`src/source/raven_io_pkg.sv`:
```
// Shared types and constants for the memory-mapped I/O block
// Address views, register offsets, bus request and pad bundles
`default_nettype none

package raven_io_pkg;

	typedef logic [31:0] word_t;
	typedef logic [3:0]  strb_t;

	// RAM window view of a bus address
	typedef struct packed {
		logic [19:0] upper;
		logic [9:0]  word_idx;
		logic [1:0]  byte_off;
	} ram_view_t;

	// I/O page view of the same address
	typedef struct packed {
		logic [23:0] page;
		logic [7:0]  offset;
	} io_view_t;

	typedef union packed {
		ram_view_t ram;
		io_view_t  io;
	} bus_addr_u;

	// Page of the register window, 0x0300_00xx
	localparam logic [23:0] IO_PAGE = 24'h030000;

	// GPIO block
	localparam logic [7:0] REG_GPIO_DATA      = 8'h00;
	localparam logic [7:0] REG_GPIO_OEB       = 8'h04;
	localparam logic [7:0] REG_GPIO_PU        = 8'h08;
	localparam logic [7:0] REG_GPIO_PD        = 8'h0c;
	// ADC0, data and done are read-only
	localparam logic [7:0] REG_ADC0_ENA       = 8'h10;
	localparam logic [7:0] REG_ADC0_DATA      = 8'h14;
	localparam logic [7:0] REG_ADC0_DONE      = 8'h18;
	localparam logic [7:0] REG_ADC0_CONVERT   = 8'h1c;
	localparam logic [7:0] REG_ADC0_INPUTSRC  = 8'h24;
	// ADC1
	localparam logic [7:0] REG_ADC1_ENA       = 8'h30;
	localparam logic [7:0] REG_ADC1_DATA      = 8'h34;
	localparam logic [7:0] REG_ADC1_DONE      = 8'h38;
	localparam logic [7:0] REG_ADC1_CONVERT   = 8'h3c;
	localparam logic [7:0] REG_ADC1_INPUTSRC  = 8'h44;
	// DAC and comparator
	localparam logic [7:0] REG_DAC_ENA        = 8'h50;
	localparam logic [7:0] REG_DAC_VALUE      = 8'h54;
	localparam logic [7:0] REG_COMP_ENA       = 8'h60;
	localparam logic [7:0] REG_COMP_NINPUTSRC = 8'h64;
	localparam logic [7:0] REG_COMP_PINPUTSRC = 8'h68;
	localparam logic [7:0] REG_COMP_DEST      = 8'h6c;
	// Oscillators, trap and interrupt sources
	localparam logic [7:0] REG_RCOSC_ENA      = 8'h70;
	localparam logic [7:0] REG_RCOSC_DEST     = 8'h74;
	localparam logic [7:0] REG_XTAL_DEST      = 8'ha0;
	localparam logic [7:0] REG_TRAP_DEST      = 8'ha8;
	localparam logic [7:0] REG_IRQ7_SRC       = 8'hb0;
	localparam logic [7:0] REG_IRQ8_SRC       = 8'hb4;
	// Analog output path
	localparam logic [7:0] REG_ANALOG_OUT_SEL = 8'hc0;
	localparam logic [7:0] REG_OPAMP_BIAS_ENA = 8'hc4;
	localparam logic [7:0] REG_OPAMP_ENA      = 8'hc8;
	localparam logic [7:0] REG_BG_ENA         = 8'hd0;
	// Over-temperature alarm, level is read-only
	localparam logic [7:0] REG_OVERTEMP_ENA   = 8'he0;
	localparam logic [7:0] REG_OVERTEMP       = 8'he4;
	localparam logic [7:0] REG_OVERTEMP_DEST  = 8'he8;

	typedef struct packed {
		logic      valid;
		bus_addr_u addr;
		word_t     wdata;
		strb_t     wstrb;
	} bus_req_t;

	typedef struct packed {
		logic       sel;
		logic [7:0] offset;
		word_t      wdata;
		strb_t      wstrb;
	} io_req_t;

	typedef struct packed {
		logic [15:0] gpio;
		logic [15:0] gpio_oeb;
		logic [15:0] gpio_pu;
		logic [15:0] gpio_pd;
		logic [1:0]  comp_dest;
		logic [1:0]  rcosc_dest;
		logic [1:0]  xtal_dest;
		logic [1:0]  trap_dest;
		logic [1:0]  overtemp_dest;
		logic [1:0]  irq7_src;
		logic [1:0]  irq8_src;
	} route_cfg_t;

	typedef struct packed {
		logic       adc0_ena;
		logic       adc0_convert;
		logic [1:0] adc0_inputsrc;
		logic       adc1_ena;
		logic       adc1_convert;
		logic [1:0] adc1_inputsrc;
		logic       dac_ena;
		logic [9:0] dac_value;
		logic       comp_ena;
		logic [1:0] comp_ninputsrc;
		logic [1:0] comp_pinputsrc;
		logic       rcosc_ena;
		logic       analog_out_sel;
		logic       opamp_ena;
		logic       opamp_bias_ena;
		logic       bg_ena;
		logic       overtemp_ena;
	} analog_ctrl_t;

	typedef struct packed {
		logic [9:0] adc0_data;
		logic [9:0] adc1_data;
		logic       adc0_done;
		logic       adc1_done;
		logic       comp_in;
		logic       rcosc_in;
		logic       xtal_in;
		logic       overtemp;
	} analog_stat_t;

	typedef struct packed {
		logic [15:0] gpio_out;
		logic [15:0] gpio_outenb;
		logic [15:0] gpio_pullup;
		logic [15:0] gpio_pulldown;
	} pad_out_t;

endpackage

`default_nettype wire
```
`src/source/bus_decode.sv`:
```
// Address decode for the memory bus
// Splits accesses between SRAM window and I/O page, merges the response
`default_nettype none

module bus_decode import raven_io_pkg::*; #(
	parameter int MEM_WORDS = 1024
) (
	input  logic        clk,
	input  logic        resetn,
	input  bus_req_t    req,
	input  logic        io_ready,
	input  word_t       io_rdata,
	input  word_t       ram_rdata,
	output io_req_t     io_req,
	output logic        ram_wenb,
	output logic [9:0]  ram_addr,
	output word_t       ram_wdata,
	output logic        mem_ready,
	output word_t       mem_rdata
);

	logic in_ram;
	logic ram_first;
	logic ram_ready;

	// Word address below MEM_WORDS, byte offset ignored
	assign in_ram = {req.addr.ram.upper, req.addr.ram.word_idx} < MEM_WORDS;

	// First cycle of an SRAM access only
	// ram_ready blocks a second strobe while the master still holds valid
	assign ram_first = req.valid && in_ram && !ram_ready;

	always_ff @(posedge clk) begin
		if (!resetn) begin
			ram_ready <= 1'b0;
		end else begin
			ram_ready <= ram_first;
		end
	end

	// SRAM port
	// Write enable is active low and needs at least one strobe
	assign ram_wenb  = ram_first ? ~(|req.wstrb) : 1'b1;
	assign ram_addr  = req.addr.ram.word_idx;
	assign ram_wdata = req.wdata;

	// Register bank request, page compare through the I/O view
	assign io_req.sel    = req.valid && (req.addr.io.page == IO_PAGE);
	assign io_req.offset = req.addr.io.offset;
	assign io_req.wdata  = req.wdata;
	assign io_req.wstrb  = req.wstrb;

	// Response merge
	// Windows never overlap, so at most one source is ready
	assign mem_ready = ram_ready || io_ready;

	always_comb begin
		if (io_ready) begin
			mem_rdata = io_rdata;
		end else if (ram_ready) begin
			mem_rdata = ram_rdata;
		end else begin
			mem_rdata = '0;
		end
	end

endmodule

`default_nettype wire

```
`src/source/io_reg_bank.sv`:
```
// I/O control register bank
// Byte-strobed writes, registered read data, single-cycle acknowledge
`default_nettype none

module io_reg_bank import raven_io_pkg::*; (
	input  logic         clk,
	input  logic         resetn,
	input  io_req_t      io_req,
	input  analog_stat_t stat,
	input  logic [15:0]  gpio_out,
	input  logic [15:0]  gpio_in,
	output logic         io_ready,
	output word_t        io_rdata,
	output route_cfg_t   cfg,
	output analog_ctrl_t actl
);

	logic  ack;
	word_t rd_word;

	// Old value with strobed bytes replaced
	// Callers truncate to the field width
	function automatic word_t bmerge(input word_t old, input io_req_t r);
		word_t res;
		res = old;
		for (int b = 0; b < 4; b++) begin
			if (r.wstrb[b])
				res[8*b +: 8] = r.wdata[8*b +: 8];
		end
		return res;
	endfunction

	// One acknowledge per access, master holds sel through the ready cycle
	assign ack = io_req.sel && !io_ready;

	// Read mux, unmapped offsets return zero
	always_comb begin
		rd_word = '0;
		case (io_req.offset)
			REG_GPIO_DATA:      rd_word = {gpio_out, gpio_in};
			REG_GPIO_OEB:       rd_word[15:0] = cfg.gpio_oeb;
			REG_GPIO_PU:        rd_word[15:0] = cfg.gpio_pu;
			REG_GPIO_PD:        rd_word[15:0] = cfg.gpio_pd;
			REG_ADC0_ENA:       rd_word[0] = actl.adc0_ena;
			REG_ADC0_DATA:      rd_word[9:0] = stat.adc0_data;
			REG_ADC0_DONE:      rd_word[0] = stat.adc0_done;
			REG_ADC0_CONVERT:   rd_word[0] = actl.adc0_convert;
			REG_ADC0_INPUTSRC:  rd_word[1:0] = actl.adc0_inputsrc;
			REG_ADC1_ENA:       rd_word[0] = actl.adc1_ena;
			REG_ADC1_DATA:      rd_word[9:0] = stat.adc1_data;
			REG_ADC1_DONE:      rd_word[0] = stat.adc1_done;
			REG_ADC1_CONVERT:   rd_word[0] = actl.adc1_convert;
			REG_ADC1_INPUTSRC:  rd_word[1:0] = actl.adc1_inputsrc;
			REG_DAC_ENA:        rd_word[0] = actl.dac_ena;
			REG_DAC_VALUE:      rd_word[9:0] = actl.dac_value;
			REG_COMP_ENA:       rd_word[0] = actl.comp_ena;
			REG_COMP_NINPUTSRC: rd_word[1:0] = actl.comp_ninputsrc;
			REG_COMP_PINPUTSRC: rd_word[1:0] = actl.comp_pinputsrc;
			REG_COMP_DEST:      rd_word[1:0] = cfg.comp_dest;
			REG_RCOSC_ENA:      rd_word[0] = actl.rcosc_ena;
			REG_RCOSC_DEST:     rd_word[1:0] = cfg.rcosc_dest;
			REG_XTAL_DEST:      rd_word[1:0] = cfg.xtal_dest;
			REG_TRAP_DEST:      rd_word[1:0] = cfg.trap_dest;
			REG_IRQ7_SRC:       rd_word[1:0] = cfg.irq7_src;
			REG_IRQ8_SRC:       rd_word[1:0] = cfg.irq8_src;
			REG_ANALOG_OUT_SEL: rd_word[0] = actl.analog_out_sel;
			REG_OPAMP_BIAS_ENA: rd_word[0] = actl.opamp_bias_ena;
			REG_OPAMP_ENA:      rd_word[0] = actl.opamp_ena;
			REG_BG_ENA:         rd_word[0] = actl.bg_ena;
			REG_OVERTEMP_ENA:   rd_word[0] = actl.overtemp_ena;
			REG_OVERTEMP:       rd_word[0] = stat.overtemp;
			REG_OVERTEMP_DEST:  rd_word[1:0] = cfg.overtemp_dest;
			default:            rd_word = '0;
		endcase
	end

	// Control registers, written at the acknowledge edge
	always_ff @(posedge clk) begin
		if (!resetn) begin
			io_ready     <= 1'b0;
			cfg          <= '0;
			// All pads start as inputs
			cfg.gpio_oeb <= '1;
			actl         <= '0;
		end else begin
			io_ready <= ack;
			if (ack) begin
				case (io_req.offset)
					// GPIO, bytes 0 and 1
					REG_GPIO_DATA: cfg.gpio <= 16'(bmerge(cfg.gpio, io_req));
					REG_GPIO_OEB:  cfg.gpio_oeb <= 16'(bmerge(cfg.gpio_oeb, io_req));
					REG_GPIO_PU:   cfg.gpio_pu <= 16'(bmerge(cfg.gpio_pu, io_req));
					REG_GPIO_PD:   cfg.gpio_pd <= 16'(bmerge(cfg.gpio_pd, io_req));
					// ADC control
					REG_ADC0_ENA:
						actl.adc0_ena <= 1'(bmerge(actl.adc0_ena, io_req));
					REG_ADC0_CONVERT:
						actl.adc0_convert <= 1'(bmerge(actl.adc0_convert, io_req));
					REG_ADC0_INPUTSRC:
						actl.adc0_inputsrc <= 2'(bmerge(actl.adc0_inputsrc, io_req));
					REG_ADC1_ENA:
						actl.adc1_ena <= 1'(bmerge(actl.adc1_ena, io_req));
					REG_ADC1_CONVERT:
						actl.adc1_convert <= 1'(bmerge(actl.adc1_convert, io_req));
					REG_ADC1_INPUTSRC:
						actl.adc1_inputsrc <= 2'(bmerge(actl.adc1_inputsrc, io_req));
					// DAC value spans bytes 0 and 1
					REG_DAC_ENA:
						actl.dac_ena <= 1'(bmerge(actl.dac_ena, io_req));
					REG_DAC_VALUE:
						actl.dac_value <= 10'(bmerge(actl.dac_value, io_req));
					// Comparator
					REG_COMP_ENA:
						actl.comp_ena <= 1'(bmerge(actl.comp_ena, io_req));
					REG_COMP_NINPUTSRC:
						actl.comp_ninputsrc <= 2'(bmerge(actl.comp_ninputsrc, io_req));
					REG_COMP_PINPUTSRC:
						actl.comp_pinputsrc <= 2'(bmerge(actl.comp_pinputsrc, io_req));
					REG_COMP_DEST:
						cfg.comp_dest <= 2'(bmerge(cfg.comp_dest, io_req));
					// Oscillators, trap, irq sources
					REG_RCOSC_ENA:
						actl.rcosc_ena <= 1'(bmerge(actl.rcosc_ena, io_req));
					REG_RCOSC_DEST:
						cfg.rcosc_dest <= 2'(bmerge(cfg.rcosc_dest, io_req));
					REG_XTAL_DEST:
						cfg.xtal_dest <= 2'(bmerge(cfg.xtal_dest, io_req));
					REG_TRAP_DEST:
						cfg.trap_dest <= 2'(bmerge(cfg.trap_dest, io_req));
					REG_IRQ7_SRC:
						cfg.irq7_src <= 2'(bmerge(cfg.irq7_src, io_req));
					REG_IRQ8_SRC:
						cfg.irq8_src <= 2'(bmerge(cfg.irq8_src, io_req));
					// Analog output path
					REG_ANALOG_OUT_SEL:
						actl.analog_out_sel <= 1'(bmerge(actl.analog_out_sel, io_req));
					REG_OPAMP_BIAS_ENA:
						actl.opamp_bias_ena <= 1'(bmerge(actl.opamp_bias_ena, io_req));
					REG_OPAMP_ENA:
						actl.opamp_ena <= 1'(bmerge(actl.opamp_ena, io_req));
					REG_BG_ENA:
						actl.bg_ena <= 1'(bmerge(actl.bg_ena, io_req));
					// Over-temperature alarm
					REG_OVERTEMP_ENA:
						actl.overtemp_ena <= 1'(bmerge(actl.overtemp_ena, io_req));
					REG_OVERTEMP_DEST:
						cfg.overtemp_dest <= 2'(bmerge(cfg.overtemp_dest, io_req));
					// Read-only and unmapped offsets
					default: ;
				endcase
			end
		end
	end

	// Read data captured with the acknowledge
	always_ff @(posedge clk) begin
		if (ack) begin
			io_rdata <= rd_word;
		end
	end

endmodule

`default_nettype wire

```
`src/source/pin_mux.sv`:
```
// GPIO output routing and interrupt vector assembly
// Internal signals override pads, pad controls masked while routed
`default_nettype none

module pin_mux import raven_io_pkg::*; (
	input  route_cfg_t   cfg,
	input  analog_stat_t stat,
	input  logic         trap,
	input  logic [15:0]  gpio_in,
	input  logic         irq_pin,
	input  logic         irq_spi,
	output pad_out_t     pads,
	output word_t        irq
);

	logic [15:0] keep;

	// Interrupt source select, 0 disables
	function automatic logic pick(input logic [1:0] src, input logic [2:0] taps);
		case (src)
			2'd1:    return taps[0];
			2'd2:    return taps[1];
			2'd3:    return taps[2];
			default: return 1'b0;
		endcase
	endfunction

	// Pad controls pass only while the group is not routed
	// GPIO 8 to 10 have no internal source
	assign keep = {
		{2{cfg.overtemp_dest == 2'd0}},
		{3{cfg.trap_dest == 2'd0}},
		3'b111,
		{3{cfg.xtal_dest == 2'd0}},
		{3{cfg.rcosc_dest == 2'd0}},
		{2{cfg.comp_dest == 2'd0}}
	};

	assign pads.gpio_outenb   = cfg.gpio_oeb & keep;
	assign pads.gpio_pullup   = cfg.gpio_pu & keep;
	assign pads.gpio_pulldown = cfg.gpio_pd & keep;

	// Output data, destination n selects pin n-1 of the group
	always_comb begin
		pads.gpio_out = cfg.gpio;
		for (int i = 0; i < 2; i++) begin
			// Comparator dest 3 goes to irq, not a pin
			if (cfg.comp_dest == 2'(i + 1))
				pads.gpio_out[i] = stat.comp_in;
			if (cfg.overtemp_dest == 2'(i + 1))
				pads.gpio_out[14 + i] = stat.overtemp;
		end
		for (int i = 0; i < 3; i++) begin
			if (cfg.rcosc_dest == 2'(i + 1))
				pads.gpio_out[2 + i] = stat.rcosc_in;
			if (cfg.xtal_dest == 2'(i + 1))
				pads.gpio_out[5 + i] = stat.xtal_in;
			if (cfg.trap_dest == 2'(i + 1))
				pads.gpio_out[11 + i] = trap;
		end
	end

	// Interrupt vector, unused bits stay low
	always_comb begin
		irq     = '0;
		irq[5]  = irq_pin;
		irq[6]  = irq_spi;
		irq[7]  = pick(cfg.irq7_src, gpio_in[2:0]);
		irq[8]  = pick(cfg.irq8_src, gpio_in[5:3]);
		irq[9]  = (cfg.comp_dest == 2'd3) && stat.comp_in;
		irq[10] = (cfg.overtemp_dest == 2'd3) && stat.overtemp;
	end

endmodule

`default_nettype wire

```
`src/source/raven_io.sv`:
```
// Memory-mapped I/O top level
// Bus decode, register bank and pad routing
`default_nettype none

module raven_io import raven_io_pkg::*; #(
	parameter int MEM_WORDS = 1024
) (
	input  logic         clk,
	input  logic         resetn,
	input  bus_req_t     req,
	input  word_t        ram_rdata,
	input  analog_stat_t stat,
	input  logic         trap,
	input  logic [15:0]  gpio_in,
	input  logic         irq_pin,
	input  logic         irq_spi,
	output logic         mem_ready,
	output word_t        mem_rdata,
	output logic         ram_wenb,
	output logic [9:0]   ram_addr,
	output word_t        ram_wdata,
	output analog_ctrl_t actl,
	output pad_out_t     pads,
	output word_t        irq
);

	// Decode to register bank
	io_req_t    io_req;
	logic       io_ready;
	word_t      io_rdata;
	// Register state for pad routing
	route_cfg_t cfg;

	bus_decode #(
		.MEM_WORDS (MEM_WORDS)
	) u_decode (
		.clk       (clk),
		.resetn    (resetn),
		.req       (req),
		.io_ready  (io_ready),
		.io_rdata  (io_rdata),
		.ram_rdata (ram_rdata),
		.io_req    (io_req),
		.ram_wenb  (ram_wenb),
		.ram_addr  (ram_addr),
		.ram_wdata (ram_wdata),
		.mem_ready (mem_ready),
		.mem_rdata (mem_rdata)
	);

	// GPIO data reads back the routed pad value
	io_reg_bank u_regs (
		.clk      (clk),
		.resetn   (resetn),
		.io_req   (io_req),
		.stat     (stat),
		.gpio_out (pads.gpio_out),
		.gpio_in  (gpio_in),
		.io_ready (io_ready),
		.io_rdata (io_rdata),
		.cfg      (cfg),
		.actl     (actl)
	);

	pin_mux u_pins (
		.cfg     (cfg),
		.stat    (stat),
		.trap    (trap),
		.gpio_in (gpio_in),
		.irq_pin (irq_pin),
		.irq_spi (irq_spi),
		.pads    (pads),
		.irq     (irq)
	);

endmodule

`default_nettype wire

```
`config.mk`:
```
export PLATFORM = sky130hd
export DESIGN_NAME = raven_io
export DESIGN_NICKNAME = d
export VERILOG_FILES = /design/src/source/raven_io_pkg.sv /design/src/source/bus_decode.sv /design/src/source/io_reg_bank.sv /design/src/source/pin_mux.sv /design/src/source/raven_io.sv
export SDC_FILE = /design/constraint.sdc
export NUM_CORES = 1
export LEC_CHECK = 0
export ABC_AREA = 1
export BUFFER_PORTS_ARGS = -buffer_cell sky130_fd_sc_hd__buf_2
export CAP_MARGIN = 30
export CELL_PAD_IN_SITES_DETAIL_PLACEMENT = 2
export CELL_PAD_IN_SITES_GLOBAL_PLACEMENT = 2
export CORE_AREA = 2 2 182 184
export DETAILED_ROUTE_END_ITERATION = 8
export DIE_AREA = 0 0 184 186
export PLACE_DENSITY_LB_ADDON = 0.1
export SKIP_LAST_GASP = 1
export SLEW_MARGIN = 20
export SYNTH_ARGS = -nofsm -noshare
export SYNTH_HDL_FRONTEND = slang
export SYNTH_SLANG_ARGS = --single-unit
```
`constraint.sdc`:
```
create_clock -name clk -period 3.1 [get_ports clk]
set_input_delay 0.62 -clock clk [delete_from_list [all_inputs] [get_ports clk]]
set_output_delay 0.62 -clock clk [all_outputs]
set_load 0.005 [all_outputs]
```
== After elaboration in Yosys (flattened, before gate mapping) ==
Index checks and enable logic that the tools add are counted.

* $add $sub $neg: 0
* Multipliers: 0
* Divide/modulo/power cells: 0
* $lt $le $gt $ge: 1
* Equality and inequality tests: 54
* Shifts and indexed selects: 0
* Mux-type cells: 22
* Bitwise logic cells: 4
* Reductions and logical operators: 49

{| class="wikitable"
|+ Operators by type and width
! kind !! number
|-
| $reduce_and 3->1 || 33
|-
| $eq 8x8->1 const B || 11
|-
| $eq 8x7->1 const B || 9
|-
| $mux 32 || 2
|-
| $pmux 8 s7 || 1
|-
| $and 16x16->16 || 3
|-
| $eq 8x6->1 const B || 5
|-
| $pmux 1 s33 || 1
|-
| $eq 8x5->1 const B || 4
|-
| $lt 30x11->1 const B || 1
|-
| $eq 2x2->1 const B || 14
|-
| $eq 24x18->1 const B || 1
|-
| $pmux 6 s4 || 1
|-
| $pmux 1 s18 || 1
|-
| $eq 8x4->1 const B || 2
|-
| $eq 2x1->1 const B || 7
|-
| $mux 1 || 14
|-
| $logic_not 2->1 || 5
|-
| $eq 8x3->1 const B || 1
|-
| $logic_not 8->1 || 1
|-
| $logic_and 1x1->1 || 6
|-
| $pmux 1 s3 || 2
|-
| $reduce_or 4->1 || 1
|-
| $logic_not 1->1 || 2
|-
| other kinds (2) || 2
|}

* Bits in registers: 142
* Latch bits: 0
* Memory bits (writable): 0
* Memory bits (read-only): 0
* Input port bits: 148
* Output and inout bits: 202
* Memories kept: 0

== Depth between registers and ports, before layout ==
Gate-level depths: netlist (run 1).

* Depth after elaboration: 4
* Depth in mapped cells: 11
* Gate-level depth less buffers: 11

== Hierarchy ==
A second synthesis (run 1) with hierarchy kept.

* Cells, all modules: 1270
* Area, all modules: 8687.1 um^2

{| class="wikitable"
|+ By module, submodules not included
! module !! instances !! cells each !! area an instance (um^2)
|-
| io_reg_bank || 1 || 847 || 6442.4
|-
| bus_decode || 1 || 231 || 1290.0
|-
| pin_mux || 1 || 192 || 954.7
|}

== Worst setup path after synthesis (run 1) ==
No wires, ideal clock.

* Kind: in2reg
* From: input port req[57] (netlist bit)
* To: register u_regs.io_rdata[0], enable pin
* Library setup time: 377 ps
* Data arrival time: 1862 ps
* Slack: 860 ps
* Cell stages on the path: 6
* Cells stage by stage: nor2_1 > nand2_1 > nor2_2 > nand2_1 > nor2_4 > buf_2

* Longest elaborated chain between the ends: 3

{| class="wikitable"
|+ RTL lines
! what !! line !! source
|-
| start, declared || raven_io.sv:10 || <nowiki>input bus_req_t req,</nowiki>
|-
| $eq 24x18->1 || bus_decode.sv:48 || <nowiki>assign io_req.sel = req.valid && (req.addr.io.page == IO_PAGE);</nowiki>
|-
| $logic_and 1x1->1 || bus_decode.sv:48 ||
|-
| $logic_and 1x1->1 || io_reg_bank.sv:34 || <nowiki>assign ack = io_req.sel && !io_ready;</nowiki>
|-
| named net u_regs.ack || io_reg_bank.sv:18 || <nowiki>logic ack;</nowiki>
|-
| end signal, assigned || io_reg_bank.sv:158 || <nowiki>io_rdata <= rd_word;</nowiki>
|-
| end, declared || io_reg_bank.sv:13 || <nowiki>output word_t io_rdata,</nowiki>
|}

The timed path passes the listed nets, and every way through them passes these cells.
A chain may end at the register's enable or synchronous reset.

== Worst setup path in the final report (run 1) ==
* From: register u_regs.io_ready
* To: output port mem_rdata[15]

* Longest elaborated chain between the ends: 1

{| class="wikitable"
|+ RTL lines
! what !! line !! source
|-
| start, declared || io_reg_bank.sv:12 || <nowiki>output logic io_ready,</nowiki>
|-
| start signal, assigned || io_reg_bank.sv:86 || <nowiki>io_ready <= ack;</nowiki>
|-
| $mux 32 || bus_decode.sv:58 || <nowiki>if (io_ready) begin</nowiki>
|-
| end, declared || raven_io.sv:18 || <nowiki>output word_t mem_rdata,</nowiki>
|}

Every way passes these cells.

==> results.md, run 1 <==
* Outcome: completed
* Post-synthesis mux area share at 0%
* Placed wire-length estimate at 27.7 mm
* First-pass GRT wire length at 53.4 mm
* # Post-CTS Setup Buffers at 0
* Area leader, netlist: dfxtp_1
* Later-pin clock latency in the skew report at 0.43 ns
* Post-CTS Resized at 0
* # rows at 66
* Die width at 184 um
* Required time worst endpoint at 2.48 ns
* YS warnings at 0
* Compound-gate portion of the synthesized area at 3.96%
* Syn Std Cell Area at 0.00857 mm2
* Achievable Freq at 0.414 GHz
* Total inserted antenna cells at 0
* Largest net degree at the start of global routing at 60
* Final hold vios at 0
* Peak VDD IR at 0.303 mV
* Simple-gate share of the synthesized area at 43.4%
* H-tree depth at 4
* Flip-flop and latch area at 0.00316 mm2
* Power Total at 0.00421 W
* CTS sink count at 142
* Sequential fraction of the synthesis area at 36.9%
* Largest family of logic cells by synthesized area: simple AND/OR/NAND/NOR gates
* CTS tree: done
* Main area contributors after synthesis: dfxtp_1 (26%), nand2_1 (18%), nor2_1 (14%)
* Clock transition at path regs at 0.06 ns
* Syn Area/Cell at 6.43 um2
* Vias at 8,990
* Tmin final at 2.42 ns
* Cts hold-fix bufs at 0
* Hold Crit Class: flip-flop to flip-flop
* Post-synth EDFFs at 32
* Syn Inst Count at 1,334
* Setup crit end kind: primary output
* Setup tns final at 0 ns
* Pins Over Slew Limit at 0
* Primary FF master, synth: dfxtp_1
* RSZ-0062 raised after global routing: false
* Layout area overhead at 22.6%
* Share of post-route cells with drive strength above 1 at 23.7%
* Iteration-0 DRC Markers at 212
* GP Congestion at 0.818
* Top cells by count, synth: nand2_1 (412), nor2_1 (325), inv_1 (127), dfxtp_1 (110)
* Port Buffers at 287
* Slew margin rel. at 52.3%
* Die area at 0.0342 mm2
* Layout filler cell count at 4,003
* Ys async rst share at 0%
* Drt drc at 0
* Top-area cell type share of the netlist area at 25.7%
* # nets final at 1,709
* Final setup viols at 0
* Synth Area in XOR/XNOR at 0%
* Synthesized-area fraction occupied by adder cells at 0%
* Routed wire length at 35.0 mm
* Max Cap Viol at 0
* I/O pins at 350
* Clock Skews at 0.0143 ns
* Slew @ Worst Pin at 0.716 ns
* Critical path class: flip-flop to primary output
* Design area at 0.0105 mm2
* Type of origin of the critical path: flip-flop
* Die height at 186 um
* GRT Total Usage at 20.5%
* Max clock buf depth at 2
* Critical Path AT at 1.80 ns
* Placed inst area at 0.00994 mm2
* Initial antenna violation count at 0
* CTS Buf Count at 17
* Yosys reg bits at 142
* Final Cycle Share at 78.0%
* Vias in the first global route at 9,340
* First-pass DRT Iterations at 4
* Power Density at 401 mW/mm2
* LEAKAGE at 5.24 nW
* Effective utilization at floorplan at 26.6%
* Congestion Overflow GR at 0
* Synth unique cells at 33
* Most common cell in the synthesized netlist: nand2_1
* Clock Tree Root: clkbuf_16
* Core Footprint at 0.0322 mm2
* Max FO, Critical Path at 33
* Routed Antenna Nets at 0
* Vias/cell at 4.54
* Wire length per cell at 17.6 um
* Multi-input combinational cell area at 0.00416 mm2
[cell families (layout without fill, tap and decap cells)]
family          Yosys count  after routing
buf+inv                 259            474
other cells               1             26
compound gates           55             55
simple gates            877            877
flops                   142            142
[final cells by class]
class / instances / area share, %
multi-input combinational: 958 / 39.6
sequential: 142 / 30.1
timing repair buffer: 310 / 15.3
tap: 408 / 4.86
inverter: 132 / 4.72
clock buffer: 21 / 4.39
clock inverter: 11 / 1.01
[sequential cells by signal, indices dropped and copies added, names as in the netlist]
signal              count
u_regs.io_ready         1
u_regs.io_rdata        32
u_regs.actl            30
u_regs.cfg             78
u_decode.ram_ready      1
[placed cells by master, fill, tap and decap left out, types with 8 or more instances in the layout]
cell / count
clkbuf_16: 18
nor2_1: 324
nand4_1: 20
nor2_8: 8
nor2_2: 9
conb_1: 26
edfxtp_1: 32
o21ai_0: 21
a21oi_1: 12
dfxtp_1: 110
nand2_1: 412
buf_2: 286
nor2_4: 10
a22o_1: 8
buf_4: 24
inv_1: 127
nand3_1: 84
[worst paths after layout]
path / startpoint / endpoint / slack [ns] / depth (start not counted)
worst max-delay path: u_regs.io_ready / mem_rdata[15] / 0.68 / 6
worst min-delay path: u_regs.cfg[51] / u_regs.cfg[51] / 0.47 / 2
worst max register to register: u_regs.io_ready / u_regs.cfg[68] / 1.16 / 8
worst min register to register: u_regs.cfg[51] / u_regs.cfg[51] / 0.47 / 2
[power by group]
part | internal [W] | switching, W | leakage (nW)
Combinational | 0.000102 | 0.000180 | 3.79
Clock | 0.00116 | 0.000887 | 0.280
Sequential | 0.00188 | 0.00000000000794 | 1.17
[routing by layer]
metal,share of wire [%],vias to the layer above,routed length [um],track usage (%)
met4,0.87,0,303,3.81
met2,49,179,17100,36.7
met5,0,-,0,0
li1,-,4447,-,-
met3,3.4,25,1200,3.07
met1,47,4339,16300,26.3
[stage by stage]
step	hold slack [ns]	setup slack [ns]	std cells	utilization, %
final	0.470	0.682	1982	32.6
after global routing	0.485	0.525	1982	32.6
after CTS	0.460	0.615	1982	32.6
after detailed placement	0.455	0.603	1950	30.9
after global placement	0.444	0.663	1950	30.9
after floorplan	0.429	0.860	1359	-
[critical path: stages (launching register included)]
cell     delay, ns
dfxtp_1       0.33
buf_4         0.35
inv_1         0.10
buf_4         0.26
nand3_1       0.11
nand2_1       0.07
buf_2         0.13
Power figures use the tool's default switching activity.
==> inputs of run 2 (changes only) <==
Settings changed: CORE_AREA 2 2 182 184 to 2 2 189 191, DIE_AREA 0 0 184 186 to 0 0 191 193.
Clock period 3.1 ns to 2.3 ns, I/O delays scaled along.
==> results.md, run 2 (synthesis results as in run 1) <==
* Outcome: completed
* Congestion Overflow GR at 0
* Place WS at 0.0673 ns
* Drt drc at 0
* Commonest non-fill, non-tap cell in the layout: nand2_1
* Later-pin clock latency in the skew report at 0.43 ns
* Clock Tree Root: clkbuf_16
* Share of post-route cells with drive strength above 1 at 24.3%
* Commonest cells after routing, fill and taps aside: nand2_1 (412), nor2_1 (324), buf_2 (286), inv_1 (127), dfxtp_1 (110)
* Clock Skews at 0.0146 ns
* Setup crit end kind: primary output
* Max incr delay on CP at 0.50 ns
* Setup tns final at 0 ns
* Final core utilization at 30.7%
* GP Congestion at 0.783
* Max Cap Viol at 0
* Iteration-0 DRC Markers at 300
* Critical path class: flip-flop to primary output
* Type of origin of the critical path: flip-flop
* First-pass DRT Iterations at 4
* Placed wire-length estimate at 28.8 mm
* Total inserted antenna cells at 0
* Required time worst endpoint at 1.84 ns
* Layout area overhead at 25.3%
* R2r setup slk at 0.47 ns
* Bufs and invs on worst path at 2
* Die area at 0.0369 mm2
* Crit path cell chain: nand2_1, o21ai_0, buf_4, buf_2
* Worst Setup SP: u_regs.cfg[10]
* CTS Buf Count at 17
* # rows at 69
* Achievable Freq at 0.460 GHz
* Tmin final at 2.17 ns
* Final setup viols at 0
* Core Footprint at 0.0350 mm2
* H-tree depth at 4
* Vias in the first global route at 9,554
* LEAKAGE at 5.32 nW
* Worst R2R Start: u_regs.io_ready
* GRT Total Usage at 19.4%
* Initial antenna violation count at 0
* Final Cycle Share at 94.5%
* Crit-path slowest cell: dfxtp_1
* Pins Over Slew Limit at 0
* Effective utilization at floorplan at 24.5%
* Placed inst area at 0.0102 mm2
* Cts hold-fix bufs at 0
* Slew @ Worst Pin at 0.622 ns
* Vias at 9,054
* Largest Register: u_regs.cfg
* Routed wire length at 36.0 mm
* Vias/cell at 4.42
* Max clock buf depth at 2
* Final hold vios at 0
* Routed Antenna Nets at 0
* Peak VDD IR at 0.479 mV
* Largest net degree at the start of global routing at 57
* Flip-flop and latch area at 0.00316 mm2
* RSZ-0062 raised after global routing: false
* Layout filler cell count at 4,363
* First-pass GRT wire length at 54.3 mm
* CTS tree: done
* Die width at 191 um
* Launch point of the worst hold path: stat[14]
* Post-CTS Resized at 0
* Hold Crit Class: input port to flip-flop
* Slew margin rel. at 58.5%
* Critical Path AT at 1.71 ns
* # Post-CTS Setup Buffers at 0
* Final WS setup at 0.125 ns
* Clock transition at path regs at 0.07 ns
* Port Buffers at 287
* # nets final at 1,723
* Top Family by Delay on Critical Path: flip-flops
* Max FO, Critical Path at 5
* Max reg flops at 78
* I/O pins at 350
* Wire length per cell at 17.6 um
* Largest registers: u_regs.cfg: 78 flops, u_regs.io_rdata: 32 flops, u_regs.actl: 30 flops
* Die height at 193 um
* Multi-input combinational cell area at 0.00416 mm2
* CTS sink count at 142
* Design area at 0.0107 mm2
* Power Density at 527 mW/mm2
==> run 2: cell count changes in the layout (fill, tap and decap cells not counted) <==
cell        previous run  this run
buf_6                  0         1
buf_4                 24        32
buf_12                 0         5
clkinvlp_4             1         3
clkinv_4               2         0
bufinv_16              1         0
clkbuf_16             18        19
inv_6                  2         3
clkinv_2               2         0
==> run 2: cell type report <==
class | count | share of cell area [%]
Multi-Input combinational cell | 958 | 38.7
Sequential cell | 142 | 29.5
Timing Repair Buffer | 324 | 16.6
Tap cell | 461 | 5.37
Inverter | 132 | 4.61
Clock buffer | 22 | 4.53
Clock inverter | 9 | 0.676
==> run 2: worst min-delay path: stages <==
cell     delay (ns)
buf_2          0.07
nand2_1        0.04
nand3_1        0.06
==> run 2: stage by stage <==
step / hold WS (ns) / total power, W / cells
after global placement: 0.446 / 0.00298 / 2017
final: 0.318 / 0.00566 / 2048
after global routing: 0.334 / 0.00590 / 2048
after CTS: 0.303 / 0.00575 / 2048
after floorplan: 0.429 / 0.00283 / 1359
after detailed placement: 0.454 / 0.00299 / 2017
==> run 2: worst paths after layout <==
| path | endpoint | cells after the start |
|---|---|---|
| setup reg to reg | u_regs.cfg[76] | 8 |
| setup / recovery | pads[52] | 4 |
| hold reg to reg | u_regs.cfg[51] | 2 |
| hold / removal | u_regs.io_rdata[8] | 3 |
==> run 2: layer usage <==
layer	track usage (%)	part of all wire, %	vias up
li1	-	-	4486
met1	24.6	46	4363
met2	34.7	49	185
met3	2.91	4.0	20
met4	4.29	1.1	0
met5	0	0	-
==> run 2: power by group <==
part | internal (W) | total [W] | switching (W)
clock | 0.00152 | 0.00273 | 0.00121
sequential | 0.00254 | 0.00254 | 0.0000000000135
combinational | 0.000143 | 0.000389 | 0.000246
==> inputs of run 3 (changes only) <==
Settings changed: PLACE_DENSITY from default to 0.8, PLACE_DENSITY_LB_ADDON 0.1 to default.
==> results.md, run 3 (synthesis results as in run 1) <==
* CTS sink count at 142
* Place WS at 0.0607 ns
* Final hold vios at 0
* GP Congestion at 0.831
* Hold Crit Class: input port to flip-flop
* Slew @ Worst Pin at 0.595 ns
* Clock Tree Root: clkbuf_16
* Effective utilization at floorplan at 24.5%
* Vias at 9,382
* Post-CTS Resized at 0
* Critical path class: flip-flop to primary output
* GRT Total Usage at 20.9%
* Clock Skews at 0.0102 ns
* Largest Register: u_regs.cfg
* Final setup viols at 0
* LEAKAGE at 5.40 nW
* Placed cell count at 2,026
* Achievable Freq at 0.461 GHz
* Launch point of the worst hold path: gpio_in[7]
* Max incr delay on CP at 0.46 ns
* Required time worst endpoint at 1.84 ns
* # rows at 69
* Iteration-0 DRC Markers at 414
* Port Buffers at 287
* I/O pins at 350
* Wire length per cell at 18.7 um
* Worst R2R Start: u_regs.io_ready
* Final WS setup at 0.131 ns
* CTS tree: done
* Commonest cells after routing, fill and taps aside: nand2_1 (412), nor2_1 (324), buf_2 (286), inv_1 (127), dfxtp_1 (110)
* Initial antenna violation count at 2
* Max FO, Critical Path at 5
* Non-filler cells, final at 2,059
* Crit path cell chain: inv_1, nand2_1, o21ai_0, buf_2
* Largest net degree at the start of global routing at 37
* Max reg flops at 78
* Setup crit end kind: primary output
* Congestion Overflow GR at 0
* Layout area overhead at 26.9%
* Outcome: completed
* Hold Crit Depth at 3
* Max clock buf depth at 2
* Die width at 191 um
* R2r setup slk at 0.41 ns
* Routed Antenna Nets at 0
* Share of post-route cells with drive strength above 1 at 24.9%
* CTS Buf Count at 17
* Placed wire-length estimate at 30.6 mm
* Max Cap Viol at 0
* Slew margin rel. at 60.3%
* Largest registers: u_regs.cfg: 78 flops, u_regs.io_rdata: 32 flops, u_regs.actl: 30 flops
* RSZ-0062 raised after global routing: false
* Die height at 193 um
* Drt drc at 0
* Peak VDD IR at 0.507 mV
* Core Footprint at 0.0350 mm2
* Final Cycle Share at 94.3%
* Power Density at 544 mW/mm2
* Power Total at 0.00592 W
* Setup tns final at 0 ns
* # Post-CTS Setup Buffers at 0
* Worst hold endpoint: u_regs.io_rdata[7]
* # nets final at 1,732
* Critical Path AT at 1.71 ns
* Die area at 0.0369 mm2
* Pins Over Slew Limit at 0
* Later-pin clock latency in the skew report at 0.44 ns
* H-tree depth at 4
* R2R depth at 8
* Vias/cell at 4.56
* Tmin final at 2.17 ns
* Minimum hold slack at 0.317 ns
* Clock transition at path regs at 0.07 ns
* First-pass DRT Iterations at 5
* Crit-path slowest cell: o21ai_0
* First-pass GRT wire length at 58.2 mm
* Vias in the first global route at 10,200
* Worst reg2reg path endpoint: u_regs.cfg[38]
* Commonest non-fill, non-tap cell in the layout: nand2_1
* Routed wire length at 38.6 mm
* Cts hold-fix bufs at 0
* Type of origin of the critical path: flip-flop
==> run 3: worst max-delay path by stage <==
stage / start / slack [ns] / endpoint / depth (start not counted)
floorplan: req[57] / 0.22 / u_regs.io_rdata[0] / 6
global placement: req[65] / 0.14 / u_regs.cfg[41] / 10
detailed placement: req[41] / 0.06 / u_regs.cfg[28] / 10
CTS: u_regs.cfg[9] / 0.13 / pads[53] / 4
global route: u_regs.cfg[6] / 0.03 / pads[59] / 3
finish: u_regs.cfg[9] / 0.13 / pads[53] / 4
==> run 3: where the power goes <==
part	switching [W]	internal [W]	total (W)
sequential	0.0000000000125	0.00254	0.00254
combinational	0.000251	0.000143	0.000394
clock	0.00123	0.00176	0.00299
==> run 3: cell type report <==
| type | instances | area (um2) |
|---|---|---|
| clock buffers | 19 | 443 |
| clock inverters | 13 | 181 |
| multi-input cells | 958 | 4160 |
| well taps | 461 | 577 |
| inverters | 132 | 495 |
| fillers | 4310 | 24100 |
| diodes | 1 | 2.50 |
| flip-flops and latches | 142 | 3160 |
| repair buffers | 333 | 1860 |
==> run 3: metal layers <==
metal  routed length [um]  vias up  share of wire, %  global-route usage (%)
met1                16100     4576                42                    24.3
met2                19900      253                52                    39.5
li1                     -     4507                 -                       -
met3                 1920       46               5.0                    3.26
met4                  655        0               1.7                    5.61
met5                    0        -                 0                       0
==> run 3: through the flow <==
step	utilization (%)	cell area, um2
6_report	31.1	10900
5_1_grt	31.1	10900
4_1_cts	31.1	10900
3_5_place_dp	29.3	10300
3_3_place_gp	29.3	10300
2_1_floorplan	-	8670
==> run 3: critical path: cells and delay by family (launching register included) <==
kind,cells,cell delay (ns)
DFF,1,0.39
and+or+nand+nor,1,0.07
buffers and inverters,2,0.36
AOI/OAI and AO/OA,1,0.46
